### src/common/eth_frame_pkg.sv
package eth_frame_pkg;

    ////////////////////
    // Octets and CRC
    ////////////////////

    typedef logic [7:0]  byte_t;                    // One octet of frame data
    typedef logic [31:0] crc_t;                     // Running CRC-32 state

    parameter crc_t crc_init = 32'hffff_ffff;       // The CRC register starts from all ones

    ////////////////////
    // Framing constants
    ////////////////////

    parameter byte_t preamble_byte = 8'h55;         // Alternating ones and zeros for clock recovery
    parameter byte_t sfd_byte      = 8'hd5;         // Start frame delimiter
    parameter byte_t pad_byte      = 8'h00;         // Filler for short payloads

    parameter int preamble_len  = 7;                // Preamble bytes ahead of the SFD
    parameter int min_frame_len = 60;               // Address, type and payload, FCS excluded
    parameter int fcs_len       = 4;                // Frame check sequence bytes

    // Framer states in the order a frame walks through them
    typedef enum logic [2:0] {
        st_idle,                                    // Waiting for the FIFO to offer a frame
        st_preamble,                                // Sending the 0x55 bytes
        st_sfd,                                     // Sending the delimiter
        st_payload,                                 // Forwarding FIFO bytes with header fields merged
        st_pad,                                     // Filling up to the minimum frame length
        st_fcs,                                     // Sending the complemented CRC, low byte first
        st_gap                                      // Holding the line idle for 96 bit times
    } framer_state_t;

endpackage

### src/common/net_hdr_pkg.sv
package net_hdr_pkg;

    typedef logic [15:0] hdr_word_t;                // One 16-bit IPv4 or UDP header field
    typedef logic [10:0] offset_t;                  // Payload byte offset from the first destination byte
    typedef logic [10:0] gap_t;                     // Inter-frame gap counter

    // Fields that the MAC fills in late, in the order of the inserter array
    typedef enum logic [1:0] {
        fld_ip_length,
        fld_ip_checksum,
        fld_udp_length,
        fld_udp_checksum
    } field_idx_t;

    // First byte of each field, counted from the destination address
    // 14 bytes of Ethernet header, then IPv4 total length at +2 and checksum at +10
    // The UDP header follows a 20-byte IPv4 header, length at +4 and checksum at +6
    parameter offset_t field_offset [0:3] = '{11'd16, 11'd24, 11'd38, 11'd40};

    typedef enum logic [1:0] {
        speed_10m,
        speed_100m,
        speed_1g
    } link_speed_t;

    // 96 bit times in 125 MHz clock cycles, indexed by link_speed_t
    // The unused fourth code falls back to the gigabit gap
    parameter gap_t gap_cycles [0:3] = '{11'd1200, 11'd120, 11'd12, 11'd12};

endpackage

### src/crc32_fcs.sv
`timescale 1ns/1ps

module crc32_fcs
    import eth_frame_pkg::*;
(
    input  logic  clk,
    input  logic  reset_n,
    input  logic  frame_start,                   // Reloads the seed for a new frame
    input  logic  crc_advance,                   // Fold tx_byte in on this clock
    input  byte_t tx_byte,
    output crc_t  fcs_value
);

    // IEEE 802.3 polynomial, bit reversed for LSB-first processing
    localparam crc_t crc_poly = 32'hedb8_8320;

    crc_t crc_state;

    // One byte through the reflected CRC, a bit at a time
    function automatic crc_t crc_byte(input crc_t crc, input byte_t data);
        crc_t c;
        int   b;
        c = crc ^ {24'd0, data};
        for (b = 0; b < 8; b++) begin
            if (c[0]) begin
                c = (c >> 1) ^ crc_poly;
            end else begin
                c = c >> 1;
            end
        end
        return c;
    endfunction

    always_ff @(posedge clk) begin
        if (reset_n) begin
            crc_state <= crc_init;
        end else if (frame_start) begin
            crc_state <= crc_init;
        end else if (crc_advance) begin
            crc_state <= crc_byte(crc_state, tx_byte);
        end
    end

    // The wire carries the one's complement
    assign fcs_value = ~crc_state;

endmodule

### src/tx_mac/hdr_latch.sv
`timescale 1ns/1ps

module hdr_latch
    import net_hdr_pkg::*;
(
    input  logic            clk,
    input  logic            reset_n,
    input  logic            frame_start,         // Clears the offset for a new frame
    input  logic            in_preamble,         // Sampling window, already qualified by PHY ready
    input  logic            byte_take,           // One payload byte accepted
    input  logic            hdr_valid,
    input  hdr_word_t       ip_length,
    input  hdr_word_t       ip_checksum,
    input  hdr_word_t       udp_length,
    input  hdr_word_t       udp_checksum,
    output hdr_word_t [3:0] latched_fields,
    output offset_t         payload_offset
);

    // Counting stops just past the last byte of the last field
    localparam offset_t offset_limit = field_offset[fld_udp_checksum] + offset_t'(2);

    // Header words, any valid sample in the preamble overwrites the previous one
    always_ff @(posedge clk) begin
        if (in_preamble && hdr_valid) begin
            latched_fields[fld_ip_length]    <= ip_length;
            latched_fields[fld_ip_checksum]  <= ip_checksum;
            latched_fields[fld_udp_length]   <= udp_length;
            latched_fields[fld_udp_checksum] <= udp_checksum;
        end
    end

    // Offset of the payload byte on offer right now
    always_ff @(posedge clk) begin
        if (reset_n) begin
            payload_offset <= '0;
        end else if (frame_start) begin
            payload_offset <= '0;
        end else if (byte_take && (payload_offset < offset_limit)) begin
            payload_offset <= payload_offset + 1'b1;
        end
    end

endmodule

### src/tx_mac/hdr_field_insert.sv
`timescale 1ns/1ps

module hdr_field_insert
    import eth_frame_pkg::*, net_hdr_pkg::*;
#(
    parameter offset_t first_offset = '0,        // Offset of the field's high byte
    parameter bit      enable       = 1'b1       // Cleared when the stack fills this field itself
) (
    input  offset_t   payload_offset,
    input  hdr_word_t field_word,
    output logic      field_hit,
    output byte_t     field_byte
);

    logic hit_high;
    logic hit_low;

    // Network order puts the high byte first
    assign hit_high = enable && (payload_offset == first_offset);
    assign hit_low  = enable && (payload_offset == first_offset + offset_t'(1));

    assign field_hit  = hit_high || hit_low;
    assign field_byte = hit_high ? field_word[15:8] : field_word[7:0];

endmodule

### src/tx_mac/byte_merge.sv
`timescale 1ns/1ps

module byte_merge
    import eth_frame_pkg::*;
(
    input  byte_t       s_tx_axis_tdata,
    input  logic        pad_active,              // Framer is padding, the FIFO byte is not ours
    input  logic [3:0]  field_hit,
    input  byte_t [3:0] field_byte,
    output byte_t       tx_byte
);

    byte_t hit_byte;

    // Field offsets never overlap, so OR-ing the masked bytes is a one-hot select
    always_comb begin
        hit_byte = '0;
        for (int i = 0; i < 4; i++) begin
            hit_byte = hit_byte | (field_byte[i] & {8{field_hit[i]}});
        end
    end

    always_comb begin
        if (pad_active) begin
            tx_byte = pad_byte;                  // Padding reaches the CRC through here too
        end else if (|field_hit) begin
            tx_byte = hit_byte;
        end else begin
            tx_byte = s_tx_axis_tdata;
        end
    end

endmodule

### src/tx_mac/tx_framer.sv
`timescale 1ns/1ps

module tx_framer
    import eth_frame_pkg::*, net_hdr_pkg::*;
#(
    parameter int min_frame_len = eth_frame_pkg::min_frame_len
) (
    input  logic        clk,
    input  logic        reset_n,
    input  logic        s_tx_axis_tvalid,
    input  logic        s_tx_axis_tlast,
    input  logic        rx_pause,
    input  logic        phy_tx_ready,
    input  link_speed_t link_speed,
    input  byte_t       tx_byte,                     // Merged payload byte, or the pad byte while padding
    input  crc_t        fcs_value,                   // Complemented CRC, ready to send
    output logic        s_tx_axis_tready,
    output byte_t       phy_tx_data,
    output logic        phy_tx_dv,
    output logic        frame_start,
    output logic        in_preamble,
    output logic        byte_take,
    output logic        pad_active,
    output logic        crc_advance
);

    framer_state_t state;
    logic [2:0]    pre_cnt;                          // Preamble bytes already loaded
    offset_t       frame_cnt;                        // Bytes after the SFD, held once the minimum is met
    logic [1:0]    fcs_cnt;                          // Which FCS byte goes out next
    gap_t          gap_cnt;                          // Idle cycles still owed
    logic          frame_full;

    ////////////////////
    // Strobes
    ////////////////////

    // A frame may start only when the FIFO has data, no pause is pending and the PHY takes bytes
    assign frame_start = (state == st_idle) && s_tx_axis_tvalid && !rx_pause && phy_tx_ready;

    // Header sampling window, frozen along with everything else
    assign in_preamble = ((state == st_preamble) || (state == st_sfd)) && phy_tx_ready;

    assign s_tx_axis_tready = (state == st_payload) && phy_tx_ready;
    assign byte_take        = s_tx_axis_tready && s_tx_axis_tvalid;
    assign pad_active       = (state == st_pad); // Steers the merger to the pad byte

    // The CRC sees every payload and pad byte exactly once
    assign crc_advance = byte_take || (pad_active && phy_tx_ready);

    // The byte going out now is at least the last one of the minimum frame
    assign frame_full = (frame_cnt >= offset_t'(min_frame_len - 1));

    ////////////////////
    // Frame FSM
    ////////////////////

    always_ff @(posedge clk) begin
        if (reset_n) begin
            state     <= st_idle;
            phy_tx_dv <= 1'b0;
            pre_cnt   <= '0;
            frame_cnt <= '0;
            fcs_cnt   <= '0;
            gap_cnt   <= '0;
        end else if (phy_tx_ready) begin             // A stalled PHY holds every register
            case (state)
                st_idle: begin
                    phy_tx_dv <= 1'b0;
                    if (frame_start) begin
                        // First preamble byte loads right away so dv rises on the next cycle
                        phy_tx_data <= preamble_byte;
                        phy_tx_dv   <= 1'b1;
                        pre_cnt     <= 3'd1;
                        state       <= st_preamble;
                    end
                end
                st_preamble: begin
                    phy_tx_data <= preamble_byte;
                    pre_cnt     <= pre_cnt + 1'b1;
                    if (pre_cnt == 3'(preamble_len - 1)) begin
                        state <= st_sfd;             // That was the seventh
                    end
                end
                st_sfd: begin
                    phy_tx_data <= sfd_byte;
                    frame_cnt   <= '0;
                    state       <= st_payload;
                end
                st_payload: begin
                    // The FIFO keeps tvalid up through tlast, so a gap here only waits
                    if (byte_take) begin
                        phy_tx_data <= tx_byte;
                        if (!frame_full) begin
                            frame_cnt <= frame_cnt + 1'b1;
                        end
                        if (s_tx_axis_tlast) begin
                            fcs_cnt <= '0;
                            state   <= frame_full ? st_fcs : st_pad; // Short frames get padded
                        end
                    end
                end
                st_pad: begin
                    phy_tx_data <= tx_byte;
                    frame_cnt   <= frame_cnt + 1'b1;
                    if (frame_full) begin
                        fcs_cnt <= '0;
                        state   <= st_fcs;
                    end
                end
                st_fcs: begin
                    // CRC already holds the last data byte, sent least significant byte first
                    phy_tx_data <= fcs_value[{fcs_cnt, 3'b000} +: 8];
                    fcs_cnt     <= fcs_cnt + 1'b1;
                    if (fcs_cnt == 2'(fcs_len - 1)) begin
                        gap_cnt <= gap_cycles[link_speed]; // Gap length follows the current speed
                        state   <= st_gap;
                    end
                end
                st_gap: begin
                    phy_tx_dv <= 1'b0;
                    if (gap_cnt == '0) begin
                        state <= st_idle;
                    end else begin
                        gap_cnt <= gap_cnt - 1'b1;
                    end
                end
                default: begin
                    state     <= st_idle;        // Unused encoding recovers to idle
                    phy_tx_dv <= 1'b0;
                end
            endcase
        end
    end

endmodule

### src/tx_mac/tx_mac_top.sv
`timescale 1ns/1ps

module tx_mac_top
    import eth_frame_pkg::*, net_hdr_pkg::*;
#(
    parameter bit udp_insert    = 1'b1,                      // Fill in UDP length and checksum
    parameter bit ip_insert     = 1'b1,                      // Fill in IPv4 length and checksum
    parameter int min_frame_len = eth_frame_pkg::min_frame_len
) (
    input  logic        clk,
    input  logic        reset_n,

    // FIFO side, one byte per accepted beat
    input  byte_t       s_tx_axis_tdata,
    input  logic        s_tx_axis_tvalid,
    input  logic        s_tx_axis_tlast,
    output logic        s_tx_axis_tready,

    // PHY side
    input  logic        phy_tx_ready,
    output byte_t       phy_tx_data,
    output logic        phy_tx_dv,

    input  logic        rx_pause,                            // Peer asked us to hold off

    // Late-computed header values
    input  logic        hdr_valid,
    input  hdr_word_t   ip_length,
    input  hdr_word_t   ip_checksum,
    input  hdr_word_t   udp_length,
    input  hdr_word_t   udp_checksum,

    input  link_speed_t link_speed
);

    logic              frame_start;
    logic              in_preamble;
    logic              byte_take;
    logic              pad_active;
    logic              crc_advance;
    hdr_word_t [3:0]   latched_fields;
    offset_t           payload_offset;
    logic [3:0]        field_hit;
    byte_t [3:0]       field_byte;
    byte_t             tx_byte;                              // Byte headed for the wire and the CRC
    crc_t              fcs_value;

    hdr_latch u_latch (
        .clk            (clk),
        .reset_n        (reset_n),
        .frame_start    (frame_start),
        .in_preamble    (in_preamble),
        .byte_take      (byte_take),
        .hdr_valid      (hdr_valid),
        .ip_length      (ip_length),
        .ip_checksum    (ip_checksum),
        .udp_length     (udp_length),
        .udp_checksum   (udp_checksum),
        .latched_fields (latched_fields),
        .payload_offset (payload_offset)
    );

    ////////////////////
    // Field inserters
    ////////////////////

    for (genvar i = 0; i < 4; i++) begin : g_insert
        localparam field_idx_t idx = field_idx_t'(i);
        localparam bit is_udp = (idx == fld_udp_length) || (idx == fld_udp_checksum);

        hdr_field_insert #(
            .first_offset (field_offset[i]),
            .enable       (is_udp ? udp_insert : ip_insert)  // Pairs share one enable
        ) u_insert (
            .payload_offset (payload_offset),
            .field_word     (latched_fields[i]),
            .field_hit      (field_hit[i]),
            .field_byte     (field_byte[i])
        );
    end

    byte_merge u_merge (
        .s_tx_axis_tdata (s_tx_axis_tdata),
        .pad_active      (pad_active),
        .field_hit       (field_hit),
        .field_byte      (field_byte),
        .tx_byte         (tx_byte)
    );

    crc32_fcs u_crc (
        .clk         (clk),
        .reset_n     (reset_n),
        .frame_start (frame_start),
        .crc_advance (crc_advance),
        .tx_byte     (tx_byte),
        .fcs_value   (fcs_value)
    );

    tx_framer #(
        .min_frame_len (min_frame_len)
    ) u_framer (
        .clk              (clk),
        .reset_n          (reset_n),
        .s_tx_axis_tvalid (s_tx_axis_tvalid),
        .s_tx_axis_tlast  (s_tx_axis_tlast),
        .rx_pause         (rx_pause),
        .phy_tx_ready     (phy_tx_ready),
        .link_speed       (link_speed),
        .tx_byte          (tx_byte),
        .fcs_value        (fcs_value),
        .s_tx_axis_tready (s_tx_axis_tready),
        .phy_tx_data      (phy_tx_data),
        .phy_tx_dv        (phy_tx_dv),
        .frame_start      (frame_start),
        .in_preamble      (in_preamble),
        .byte_take        (byte_take),
        .pad_active       (pad_active),
        .crc_advance      (crc_advance)
    );

endmodule

### config.mk
export PLATFORM = sky130hd
export DESIGN_NAME = tx_mac_top
export DESIGN_NICKNAME = d
export VERILOG_FILES = /design/src/common/eth_frame_pkg.sv /design/src/common/net_hdr_pkg.sv /design/src/crc32_fcs.sv /design/src/tx_mac/hdr_latch.sv /design/src/tx_mac/hdr_field_insert.sv /design/src/tx_mac/byte_merge.sv /design/src/tx_mac/tx_framer.sv /design/src/tx_mac/tx_mac_top.sv
export SDC_FILE = /design/constraint.sdc
export NUM_CORES = 1
export LEC_CHECK = 0
export ABC_AREA = 0
export BUFFER_PORTS_ARGS = -buffer_cell sky130_fd_sc_hd__buf_2
export CORE_MARGIN = 2
export CORE_UTILIZATION = 45
export DETAILED_ROUTE_END_ITERATION = 7
export PLACE_DENSITY_LB_ADDON = 0.2
export RECOVER_POWER = 25
export REMOVE_ABC_BUFFERS = 1
export SLEW_MARGIN = 20
export SYNTH_ARGS = -nofsm -noshare
export SYNTH_HDL_FRONTEND = slang
export SYNTH_SLANG_ARGS = --single-unit
### constraint.sdc
create_clock -name clk -period 10.3 [get_ports clk]
set_input_delay 0.515 -clock clk [delete_from_list [all_inputs] [get_ports clk]]
set_output_delay 0.515 -clock clk [all_outputs]
set_load 0.03 [all_outputs]
==> Word level (Yosys, flattened, before mapping) <==
Cells that the tools add are included.
{ "totals": {"wordCells": 163, "register_bits": 146, "inputBits": 81} }
{ "classes": {"bitwise": 20, "n_lt_le_gt_ge": 3, "n_eq_ne": 25, "addsub": 5, "n_mux": 63, "reduce_logical": 33, "n_shift": 1} }
{ "op_table": {"columns": ["operator", "count"], "rows": [
  ["32-bit 2-to-1 mux", 29],
  ["13-bit NOT with 14-bit output", 8],
  ["11-bit 2-to-1 mux", 6],
  ["8-bit 2-to-1 mux", 8],
  ["8-bit one-hot mux with 6 select lines", 1],
  ["11-bit by 5-bit == test with 1-bit output (second input constant)", 4],
  ["11-bit by 6-bit == test with 1-bit output (second input constant)", 4],
  ["11-bit one-hot mux with 3 select lines", 1],
  ["8-bit AND", 4],
  ["32-bit NOT", 1],
  ["32-bit by 6-bit indexed part select with 8-bit output", 1],
  ["32-bit by 8-bit bitwise XOR with 32-bit output", 1],
  ["8-bit bitwise OR", 3],
  ["11-bit by 1-bit adder with 11-bit output (second input constant)", 2],
  ["11-bit binary-select mux with 2-bit select", 1],
  ["11-bit one-hot mux with 2 select lines", 1],
  ["3-bit 2-to-1 mux", 7],
  ["3-bit one-hot mux with 7 select lines", 1],
  ["3-bit == test (second input constant)", 4],
  ["2-bit != test (second input constant)", 6],
  ["11-bit by 6-bit >= comparator with 1-bit output (second input constant)", 1],
  ["11-bit logical NOT", 1],
  ["11-bit by 6-bit < comparator with 1-bit output (second input constant)", 1],
  ["11-bit by 1-bit subtractor with 11-bit output (second input constant)", 1],
  ["29 further kinds", 53]
]} }

==> Longest topological paths before layout <==
Gate-level depths: netlist of run 1.
{ "depth": {"word_depth": 46, "ltp_mapped": 13, "mapped_depth_nobuf": 11} }

==> Hierarchy <==
Synthesis of run 1 repeated with hierarchy kept, for this count alone.
{ "hier_totals": {"hier_cells": 694, "hier_area_um2": 7793.7} }
{ "modules_own_cells": {"columns": ["module", "area_per_inst_um2", "cells_per_inst", "seq_area_each_um2", "instances"], "rows": [
  ["tx_framer", 2457.4, 277, 860.8, 1],
  ["hdr_latch", 2373.5, 111, 2142.1, 1],
  ["crc32_fcs", 2035.7, 214, 640.6, 1],
  ["hdr_field_insert (g_insert[1].u_insert ...)", 161.4, 13, 0.0, 3],
  ["byte_merge", 299.0, 40, 0.0, 1],
  ["hdr_field_insert (g_insert[0].u_insert)", 143.9, 13, 0.0, 1]
]} }

==> Worst setup path before layout of run 1 <==
Ideal clock, no wire load.
{ "synth_timing": {"path_type": "register -> register", "startpoint": "register u_latch.payload_offset[0]", "endpoint": "register u_crc.crc_state[20]", "arrival_ns": 3.255, "n_path_buf": 2, "setup_slack_ns": 6.904, "setup_time_ns": 0.141, "stages_incl_launch_ff": 14, "required_ns": 10.159, "path_cell_list": "dfxtp_1 -> inv_1 -> ha_1 -> nor2b_1 -> buf_4 -> mux2_2 -> a2111oi_0 -> a2111oi_0 -> and3_1 -> buf_4 -> xor2_1 -> xnor2_1 -> xnor2_1 -> o211ai_1"} }
{ "synth_between": {"elab_chain_len": 43} }
{ "synth_rtl": {"columns": ["item", "line", "source"], "rows": [
  ["from (decl)", "hdr_latch.sv:17", "output offset_t payload_offset"],
  ["from (signal assigned)", "hdr_latch.sv:40", "payload_offset <= payload_offset + 1'b1;"],
  ["11-bit by 5-bit == test with 1-bit output (on tied branches)", "hdr_field_insert.sv:19, hdr_field_insert.sv:20", null],
  ["8-bit 2-to-1 mux or 1-bit logical OR (tied branches)", "hdr_field_insert.sv:23, hdr_field_insert.sv:22", null],
  ["8-bit AND", "byte_merge.sv:19", "hit_byte = hit_byte | (field_byte[i] & {8{field_hit[i]}});"],
  ["8-bit bitwise OR (3 in series)", "byte_merge.sv:19", null],
  ["8-bit 2-to-1 mux (*)", "byte_merge.sv:26", "end else if (|field_hit) begin"],
  ["8-bit 2-to-1 mux (*)", "byte_merge.sv:24", "if (pad_active) begin"],
  ["32-bit by 8-bit bitwise XOR with 32-bit output (*)", "crc32_fcs.sv:23", "c = crc ^ {24'd0, data};"],
  ["32-bit 2-to-1 mux (*)", "crc32_fcs.sv:25", "if (c[0]) begin"],
  ["[... 25 more ...]", null, null],
  ["32-bit 2-to-1 mux (*)", "crc32_fcs.sv:35", "if (reset_n) begin"],
  ["13-bit NOT with 14-bit output (no source line)", null, null],
  ["32-bit 2-to-1 mux (*)", "crc32_fcs.sv:25", null],
  ["32-bit 2-to-1 mux (*)", "crc32_fcs.sv:39", "end else if (crc_advance) begin"],
  ["32-bit 2-to-1 mux (*)", "crc32_fcs.sv:37", "end else if (frame_start) begin"],
  ["32-bit 2-to-1 mux (*)", "crc32_fcs.sv:35", null],
  ["13-bit NOT with 14-bit output (no source line)", null, null],
  ["32-bit 2-to-1 mux (*)", "crc32_fcs.sv:25", null],
  ["to (signal assigned)", "crc32_fcs.sv:36", "crc_state <= crc_init;"],
  ["to (signal assigned)", "crc32_fcs.sv:38", "crc_state <= crc_init;"],
  ["to (signal assigned)", "crc32_fcs.sv:40", "crc_state <= crc_byte(crc_state, tx_byte);"],
  ["to (decl)", "crc32_fcs.sv:17", "crc_t crc_state;"]
]} }
Every way passes the cells marked *; elsewhere a longest branch is shown, timed or not. The select of a mux whose other input is x is not followed.
A chain may end at the register's enable or synchronous reset.

==> Final worst setup path of run 1 <==
{ "layout_timing": {"startpoint": "register u_latch.payload_offset[0]", "endpoint": "register u_crc.crc_state[16]"} }
{ "layout_between": {"elab_chain_len": 41} }
{ "layout_rtl": {"columns": ["item", "line"], "rows": [
  ["11-bit by 5-bit == test with 1-bit output (on tied branches)", "hdr_field_insert.sv:19, hdr_field_insert.sv:20"],
  ["8-bit 2-to-1 mux or 1-bit logical OR (tied branches)", "hdr_field_insert.sv:23, hdr_field_insert.sv:22"],
  ["8-bit AND", "byte_merge.sv:19"],
  ["8-bit bitwise OR (3 in series)", "byte_merge.sv:19"],
  ["8-bit 2-to-1 mux (*)", "byte_merge.sv:26"],
  ["8-bit 2-to-1 mux (*)", "byte_merge.sv:24"],
  ["32-bit by 8-bit bitwise XOR with 32-bit output (*)", "crc32_fcs.sv:23"],
  ["32-bit 2-to-1 mux (*)", "crc32_fcs.sv:25"],
  ["[... 23 more ...]", null],
  ["32-bit 2-to-1 mux (*)", "crc32_fcs.sv:39"],
  ["32-bit 2-to-1 mux (*)", "crc32_fcs.sv:37"],
  ["32-bit 2-to-1 mux (*)", "crc32_fcs.sv:35"],
  ["32-bit 2-to-1 mux (*)", "crc32_fcs.sv:25"],
  ["32-bit 2-to-1 mux (*)", "crc32_fcs.sv:39"],
  ["32-bit 2-to-1 mux (*)", "crc32_fcs.sv:37"],
  ["32-bit 2-to-1 mux (*)", "crc32_fcs.sv:35"],
  ["32-bit 2-to-1 mux (*)", "crc32_fcs.sv:25"]
]} }
Marked as above.

==> results.txt, run 1 <==
fillers: 1,551
total wire length: 19,310 um
Setup Fix Bufs, Post-CTS: 0
DIE AREA: 18,220 um2
Mapped Avg Cell Area: 10.16 um2
Post-synth EDFFs: 72
critical path type: flop to flop
Worst VDD drop: 0.0001235 V
Post-route DRC: 0
Yosys Warn Count: 0
Final Max Slew Viols: 0
vias in the first global route: 5,988
min-delay worst type: input port to flop
mapped cell area: 7719 um2
Detailed Place HPWL: 13,730 um
placer congestion estimate: 0.8714
RSZ-0062 raised after global routing: false
via count: 6,162
Critical Path AT: 5.20 ns
Max-Cap Viols: 0
final worst path period share: 47.43%
Period minus WS final: 4.886 ns
hold-fix buffers at CTS: 0
Core ar.: 16,700 um2
Gate Count Post-Synth: 760
startpoint types: flop
length of the first detailed-routing pass in iterations: 5
num rows: 47
fraction of final layout cells sized beyond drive strength 1: 18.75%
hold violation count in the final report: 0
Power Density: 179.4 nW/um2
post-synthesis sequential area ratio: 47.20%
Ports: 91
Netlist cell types: 71
ANT cells: 0
TritonCTS Buffers: 17
area delta synth->final: 14.73%
clk buf depth: 2
clock-pin slew on the worst setup and hold paths: 0.07 ns
clk_skew: 0.01201 ns
cts repair resizes: 0
die width: 135.0 um
CTS tree: yes
Clk Latency, worst-skew pair: 0.44 ns
H-tree levels: 4
gr usage total: 21.93%
WL/cell: 18.08 um
outcome: completed
Top FF cell, synth: dfxtp_1
initial antenna violation count: 0
largest net degree at the start of global routing: 65
final net count: 929
Num Clock Sinks: 146
kind of end point of the critical path: flop
Setup TNS: 0 ns
headroom to the max-slew limit: 30.76%
Finish-stage setup viols: 0
starting DRC count in detailed routing: 530
crit-path max FO: 17
CP required: 10.61 ns
Initial Util: 46.22%
worst slew pin tran: 1.034 ns
buffers added on ports: 90
Lkg Pwr: 3.466 nW
remaining antenna violation count after routing: 0
Yosys top cell area share: 28.01%
clk root buf: clkbuf_16
main area contributors after synthesis: edfxtp_1, dfxtp_1, xnor2_1
Finished Layout Cells: 1,068
Placed Cells: 1,036
post-synth top area cell: edfxtp_1
DIE HEIGHT: 135.0 um
FMAX: 0.2047 GHz
vias per cell: 5.770
Seq cells post-synth: 146
Post-synth ARST share: 0%
total gr overflow: 0
first-pass GRT wire length: 31,020 um
[report_power, final]
| group | switching, mW | internal [mW] |
|---|---|---|
| logic | 0.186 | 0.140 |
| clock network | 0.280 | 0.320 |
| registers | 0.0248 | 0.638 |
[path summary, 6_finish.rpt]
check | slack [ns] | from | end | cells after the start
max reg2reg | 5.41 | u_latch.payload_offset[0]$_SDFFE_PP0P_ | u_crc.crc_state[16]$_SDFFE_PP1P_ | 11
max | 5.41 | u_latch.payload_offset[0]$_SDFFE_PP0P_ | u_crc.crc_state[16]$_SDFFE_PP1P_ | 11
min reg2reg | 0.47 | u_latch.payload_offset[7]$_SDFFE_PP0P_ | u_latch.payload_offset[7]$_SDFFE_PP0P_ | 1
min | 0.24 | ip_checksum[12] | u_latch.latched_fields[28]$_DFFE_PP_ | 1
[stage by stage]
stage	hold slack (ns)	instance area [um2]	power (mW)	utilization (%)	worst slack (ns)
2_1_floorplan	0.4297	7532	0.9159	-	5.931
3_3_place_gp	0.4426	8297	0.9872	49.68	5.730
3_5_place_dp	0.4521	8297	0.9970	49.68	5.386
4_1_cts	0.2330	8859	1.594	53.04	5.385
5_1_grt	0.2275	8856	1.656	53.03	5.000
6_report	0.2424	8856	1.589	53.03	5.414
[routing by layer]
layer / track usage (%) / vias to the layer above / wire length (um)
met4: 7.176 / 0 / 341
met1: 27.38 / 2968 / 8290
met3: 5.143 / 30 / 1107
met5: 0 / - / 0
met2: 37.56 / 223 / 9571
li1: - / 2941 / -
[kinds of logic (layout without fill, tap and decap cells)]
kind of cell | Yosys count | count (layout) | share of synthesized area, %
buffers and inverters | 48 | 136 | 2.901
multiplexers | 27 | 27 | 4.814
adder cells (fa/ha/maj) | 13 | 13 | 2.107
XOR/XNOR | 77 | 77 | 9.078
AO/OA/AOI/OAI | 174 | 174 | 14.62
flip-flops | 146 | 146 | 47.20
AND/OR/NAND/NOR | 275 | 275 | 19.27
[cell type report]
class	instances	area [um2]	area share (%)
timing repair buffer	94	478.0	5.397
sequential	146	3643	41.14
tap	220	275.3	3.108
multi-input combinational	566	3860	43.59
clock inverter	15	136.4	1.540
clock buffer	17	425.4	4.804
inverter	10	37.54	0.4238
[flip-flops by register name, indices dropped and copies added (netlist names), 3 cells and up]
signal / count
u_latch.latched_fields: 64
u_crc.crc_state: 32
u_framer.frame_cnt: 11
u_framer.gap_cnt: 11
u_latch.payload_offset: 11
u_framer.phy_tx_data: 8
u_framer.pre_cnt: 3
u_framer.state: 3
[critical path, stage by stage, from the launching register on]
cell and delay [ns]:
dfxtp_1 0.35, inv_1 0.11, ha_1 0.53, nor2b_2 0.94, mux2_2 0.42, a2111oi_0 0.88, or4_1 0.23, and3_1 0.39
xor2_1 0.46, xnor2_1 0.21, xnor2_1 0.15, o21ai_0 0.09
[synth_stat cells, types with 18 or more instances]
master and instances:
a21oi_1 63, clkbuf_1 22, dfxtp_1 74, edfxtp_1 72
mux2i_1 18, nand2_1 69, nor2_1 65, nor3_1 37
o211ai_1 18, o21ai_0 38, xnor2_1 40, xor2_1 35
[cells in the final DEF, fill, tap and decap left out, types with 4 or more instances in the layout]
master and count:
buf_2 88, dfxtp_1 74, edfxtp_1 72, nand2_1 69, nor2_1 65, a21oi_1 63
xnor2_1 40, o21ai_0 38, nor3_1 36, xor2_1 35, mux2i_1 18, o211ai_1 18
clkbuf_16 17, nand3b_1 13, ha_1 13, nand3_1 12, nor4_1 12, and3b_1 10
o22ai_1 10, inv_1 9, nand2b_1 9, mux4_2 8, inv_6 7, and2_1 6
a211o_1 6, and3_1 6, or3_1 5, a31oi_1 4, a211oi_1 4, inv_8 4
buf_4 4
No activity file was read; power rests on OpenSTA's default activity.
==> inputs of run 2 (changes only) <==
==> constraint.sdc (replaced) <==
create_clock -name clk -period 4.3 [get_ports clk]
set_input_delay 0.215 -clock clk [delete_from_list [all_inputs] [get_ports clk]]
set_output_delay 0.215 -clock clk [all_outputs]
set_load 0.03 [all_outputs]
==> results.txt, run 2 (synthesis gave the netlist of run 1 again) <==
outcome: completed
num rows: 47
fraction of final layout cells sized beyond drive strength 1: 18.33%
final instance area: 9634 um2
met1 usage: 29.95%
Top Registers: u_latch.latched_fields (64), u_crc.crc_state (32)
startpoint types: flop
WL/cell: 17.70 um
Detailed Place HPWL: 13,880 um
first-pass GRT wire length: 32,520 um
met2 Usage GRT: 37.79%
clk_skew: 0.01004 ns
Critical Path, Cell by Cell: inv_1 > ha_2 > nor2b_2 > mux2_2 > a2111oi_0 > buf_4 > or4_1 > and3_1 > xor2_1 > xnor2_1 > xnor2_1 > o21ai_0
clock power share: 39.0%
Ports: 91
TritonCTS Buffers: 17
crit path max-delay cell type: a2111oi_0
CTS tree: yes
headroom to the max-slew limit: 34.65%
length of the first detailed-routing pass in iterations: 5
ANT cells: 0
total gr overflow: 0
Power Density: 413.6 nW/um2
Num Clock Sinks: 146
final net count: 1,003
most numerous cell on the critical path: xnor2_1
crit-path max FO: 17
most frequent cells in the layout: buf_2, dfxtp_1, edfxtp_1
area delta synth->final: 24.82%
Internal: 2.800 mW
DP Worst Slack: 0.1522 ns
Hold Startpoint: phy_tx_ready
hold violation count in the final report: 0
Hold Slack: 0.1943 ns
Max-Cap Viols: 0
clock-pin slew on the worst setup and hold paths: 0.07 ns
Post-route DRC: 0
Initial Util: 46.22%
Lkg Pwr: 3.802 nW
largest delay contributor family on the critical path: XOR/XNOR gates
P_sw: 1.185 mW
M3 GR Usage: 4.167%
placer congestion estimate: 0.8783
starting DRC count in detailed routing: 419
Clk Latency, worst-skew pair: 0.44 ns
H-tree levels: 4
buffers added on ports: 90
commonest non-fill, non-tap cell in the layout: buf_2
RR Startpoint: u_latch.payload_offset[0]$_SDFFE_PP0P_
gr usage total: 22.95%
Biggest register: u_latch.latched_fields
RSZ-0062 raised after global routing: false
CP peak stage delay: 0.61 ns
kind of end point of the critical path: flop
Worst VDD drop: 0.0003050 V
Core ar.: 16,700 um2
r2r setup slk: 0.32 ns
via count: 6,368
max FFs per register: 64
CP required: 4.58 ns
Comb power frac: 21.1%
FMAX: 0.2510 GHz
Finish-stage setup viols: 0
largest net degree at the start of global routing: 41
Worst Reg2Reg Path Length in Cells: 12
worst slew pin tran: 0.9792 ns
switching share of power: 29.75%
DIE AREA: 18,220 um2
vias per cell: 5.576
Setup WS post-layout: 0.3163 ns
vias in the first global route: 6,313
critical path type: flop to flop
initial antenna violation count: 0
Final Max Slew Viols: 0
worst r2r dst: u_crc.crc_state[16]$_SDFFE_PP1P_
sink of the worst hold path: u_framer.phy_tx_dv$_SDFFE_PP0P_
hold path depth: 4
total wire length: 20,220 um
Period minus WS final: 3.984 ns
DP Area: 8382 um2
register share of total power: 39.9%
DIE HEIGHT: 135.0 um
die width: 135.0 um
Critical Path AT: 4.27 ns
most used routing layer: met2
clk buf depth: 2
Bufs and invs on worst path: 2
remaining antenna violation count after routing: 0
min-delay worst type: input port to flop
clk root buf: clkbuf_16
final worst path period share: 92.64%
## run 2: cell count changes in the layout (fill, tap and decap cells not counted), sizes merged
cell / before / now
inv: 20 / 19
bufinv: 0 / 2
clkinv: 4 / 3
buf: 92 / 101
dlygate4sd3: 0 / 64
clkbuf: 19 / 20
## run 2: repair_timing
action / CTS / global route
gates resized for setup: 0 / 1
hold endpoints to repair: 64 / 0
hold buffers: 64 / 0
buffers inserted: 0 / 0
endpoints found under the setup margin: 0 / 12
## run 2: cell type report
class                           count  area [um2]
Timing Repair Buffer              168        1205
Inverter                           10       37.54
Multi-Input combinational cell    566        3860
Tap cell                          220       275.3
Clock buffer                       17       425.4
Clock inverter                     15       187.7
Fill cell                        1447        7067
Sequential cell                   146        3643
## run 2: worst max-delay path by stage
stage | end | cells past startpoint | start | slack, ns
2_1_floorplan | u_crc.crc_state[20]$_SDFFE_PP1P_ | 11 | u_latch.payload_offset[0]$_SDFFE_PP0P_ | -0.07
3_3_place_gp | u_crc.crc_state[20]$_SDFFE_PP1P_ | 12 | u_latch.payload_offset[0]$_SDFFE_PP0P_ | 0.28
3_5_place_dp | u_crc.crc_state[23]$_SDFFE_PP1P_ | 12 | u_latch.payload_offset[0]$_SDFFE_PP0P_ | 0.15
4_1_cts | u_crc.crc_state[23]$_SDFFE_PP1P_ | 12 | u_latch.payload_offset[0]$_SDFFE_PP0P_ | 0.11
5_1_grt | u_crc.crc_state[16]$_SDFFE_PP1P_ | 12 | u_latch.payload_offset[0]$_SDFFE_PP0P_ | 0.03
6_report | u_crc.crc_state[16]$_SDFFE_PP1P_ | 12 | u_latch.payload_offset[0]$_SDFFE_PP0P_ | 0.32
## run 2: worst min-delay path: cells and delay by family
kind | cells | cell delay [ns]
simple gates | 2 | 0.16
buf+inv | 1 | 0.15
compound gates | 1 | 0.06
## run 2: power by group through the flow
| stage | sequential, mW | combinational, mW | clock, mW |
|---|---|---|---|
| 2_1_floorplan | 1.61 | 0.585 | 0 |
| 3_3_place_gp | 1.62 | 0.773 | 0 |
| 3_5_place_dp | 1.62 | 0.784 | 0 |
| 4_1_cts | 1.59 | 0.836 | 1.58 |
| 5_1_grt | 1.60 | 0.918 | 1.64 |
| 6_report | 1.59 | 0.840 | 1.56 |
## run 2: routing by layer
metal / vias to the layer above / part of all wire, %
li1: 3091 / -
met1: 3042 / 44
met2: 197 / 48
met3: 38 / 5.5
met4: 0 / 2.7
met5: - / 0
## run 2: metrics by stage
stage / setup TNS, ns / util (%) / std cells / total power [mW]
2_1_floorplan: -0.1909 / - / 722 / 2.194
5_1_grt: 0 / 57.69 / 1142 / 4.150
4_1_cts: 0 / 57.69 / 1142 / 4.002
6_report: 0 / 57.69 / 1142 / 3.985
3_3_place_gp: 0 / 50.19 / 1046 / 2.390
3_5_place_dp: 0 / 50.19 / 1046 / 2.403
==> inputs of run 3 (changes only) <==
==> constraint.sdc (replaced) <==
create_clock -name clk -period 3.3 [get_ports clk]
set_input_delay 0.165 -clock clk [delete_from_list [all_inputs] [get_ports clk]]
set_output_delay 0.165 -clock clk [all_outputs]
set_load 0.03 [all_outputs]
==> results.txt, run 3 (synthesis gave the netlist of run 1 again) <==
vias per cell: 5.604
remaining antenna violation count after routing: 0
min-delay worst type: input port to flop
clk root buf: clkbuf_16
Ports: 91
Placed Cells: 1,091
P_sw: 1.603 mW
vias in the first global route: 6,752
hold violation count in the final report: 0
commonest non-fill, non-tap cell in the layout: buf_2
Hold Startpoint: phy_tx_ready
DIE AREA: 18,220 um2
clock power share: 35.6%
gr usage total: 24.22%
RR Startpoint: u_latch.payload_offset[0]$_SDFFE_PP0P_
Detailed Place HPWL: 14,740 um
H-tree levels: 4
Clk Latency, worst-skew pair: 0.43 ns
total gr overflow: 0
CTS tree: yes
placer congestion estimate: 0.9051
initial antenna violation count: 0
Max-Cap Viols: 0
r2r setup slk: 0.15 ns
first-pass GRT wire length: 34,290 um
FMAX: 0.3175 GHz
Lkg Pwr: 4.112 nW
most frequent cells in the layout: buf_2, dfxtp_1, edfxtp_1
largest net degree at the start of global routing: 35
Core ar.: 16,700 um2
CP startpoint: u_latch.payload_offset[0]$_SDFFE_PP0P_
num rows: 47
kind of end point of the critical path: flop
Top Registers: u_latch.latched_fields (64), u_crc.crc_state (32)
Biggest register: u_latch.latched_fields
Final Max Slew Viols: 0
ANT cells: 0
WL/cell: 18.04 um
final worst path period share: 95.45%
final net count: 1,053
Power Density: 522.7 nW/um2
DIE HEIGHT: 135.0 um
via count: 6,680
register share of total power: 38.4%
Finished Layout Cells: 1,192
area delta synth->final: 32.44%
CP required: 3.62 ns
crit-path max FO: 12
Finish-stage setup viols: 0
fillers: 1,388
clk_skew: 0.007755 ns
WL met1: 9248 um
Critical Path AT: 3.47 ns
Power Total: 5.343 mW
Worst VDD drop: 0.0003652 V
DR top layer: met4
met3 wire len: 1021 um
routed length on met2: 10,590 um
Comb power frac: 26.0%
max FFs per register: 64
outcome: completed
clock-pin slew on the worst setup and hold paths: 0.06 ns
switching share of power: 29.99%
total wire length: 21,510 um
fraction of final layout cells sized beyond drive strength 1: 25.10%
length of the first detailed-routing pass in iterations: 6
Internal: 3.741 mW
clk buf depth: 2
die width: 135.0 um
startpoint types: flop
starting DRC count in detailed routing: 532
Period minus WS final: 3.150 ns
Post-route DRC: 0
buffers added on ports: 90
TritonCTS Buffers: 17
worst slew pin tran: 0.9090 ns
Initial Util: 46.22%
Num Clock Sinks: 146
headroom to the max-slew limit: 39.40%
critical path type: flop to flop
-- run 3: metal layers --
layer | up-vias | track usage, %
met2 | 232 | 41.51
met3 | 48 | 4.167
met4 | 0 | 10.13
li1 | 3194 | -
met5 | - | 0
met1 | 3206 | 30.27
-- run 3: power groups by stage --
stage / clock network [mW] / logic [mW] / registers (mW)
2_1_floorplan: 0 / 0.762 / 2.10
3_3_place_gp: 0 / 1.16 / 2.09
3_5_place_dp: 0 / 1.18 / 2.09
4_1_cts: 1.93 / 1.26 / 2.05
5_1_grt: 2.00 / 1.51 / 2.06
6_report: 1.90 / 1.39 / 2.05
-- run 3: stage by stage --
step	util, %	cell area (um2)	hold slack (ns)	setup TNS, ns	setup slack, ns
floorplan	-	7532	0.2341	-21.26	-1.069
global placement	52.20	8717	0.3414	-0.01648	-0.01648
detailed placement	52.20	8717	0.3431	-0.1118	-0.04682
CTS	59.57	9950	0.1224	0	0.03174
global route	61.21	10220	0.1679	-0.008223	-0.008223
finish	61.21	10220	0.1444	0	0.1500
-- run 3: area by class of cell --
cell class	instances	area (um2)	share of cell area, %
clock buffers	17	425.4	4.162
multi-input cells	566	4083	39.94
well taps	220	275.3	2.693
inverters	10	37.54	0.3672
repair buffers	218	1610	15.75
clock inverters	15	146.4	1.432
flip-flops and latches	146	3645	35.65
-- run 3: what timing repair did --
item,in CTS,in global routing
endpoints found under the setup margin,7,27
gates resized for setup,5,35
hold endpoints to repair,64,0
setup buffers,0,5
pin swaps,2,6
hold buffers,64,0
-- run 3: final timing paths --
kind,end,cells after the start
setup reg to reg,u_crc.crc_state[18]$_SDFFE_PP1P_,14
hold reg to reg,u_latch.payload_offset[8]$_SDFFE_PP0P_,1
hold / removal,u_framer.phy_tx_dv$_SDFFE_PP0P_,4
setup / recovery,u_crc.crc_state[18]$_SDFFE_PP1P_,14
-- run 3: worst max-delay path, stage by stage (launching register included) --
cell and delay (ns):
dfxtp_2 0.35, inv_2 0.09, ha_4 0.16, nor2b_2 0.16, buf_4 0.26, mux2i_1 0.28, o22ai_2 0.16, a2111oi_1 0.41
buf_4 0.19, a211oi_4 0.04, buf_12 0.15, xnor2_1 0.28, xor2_1 0.21, xnor2_1 0.11, a21o_1 0.18
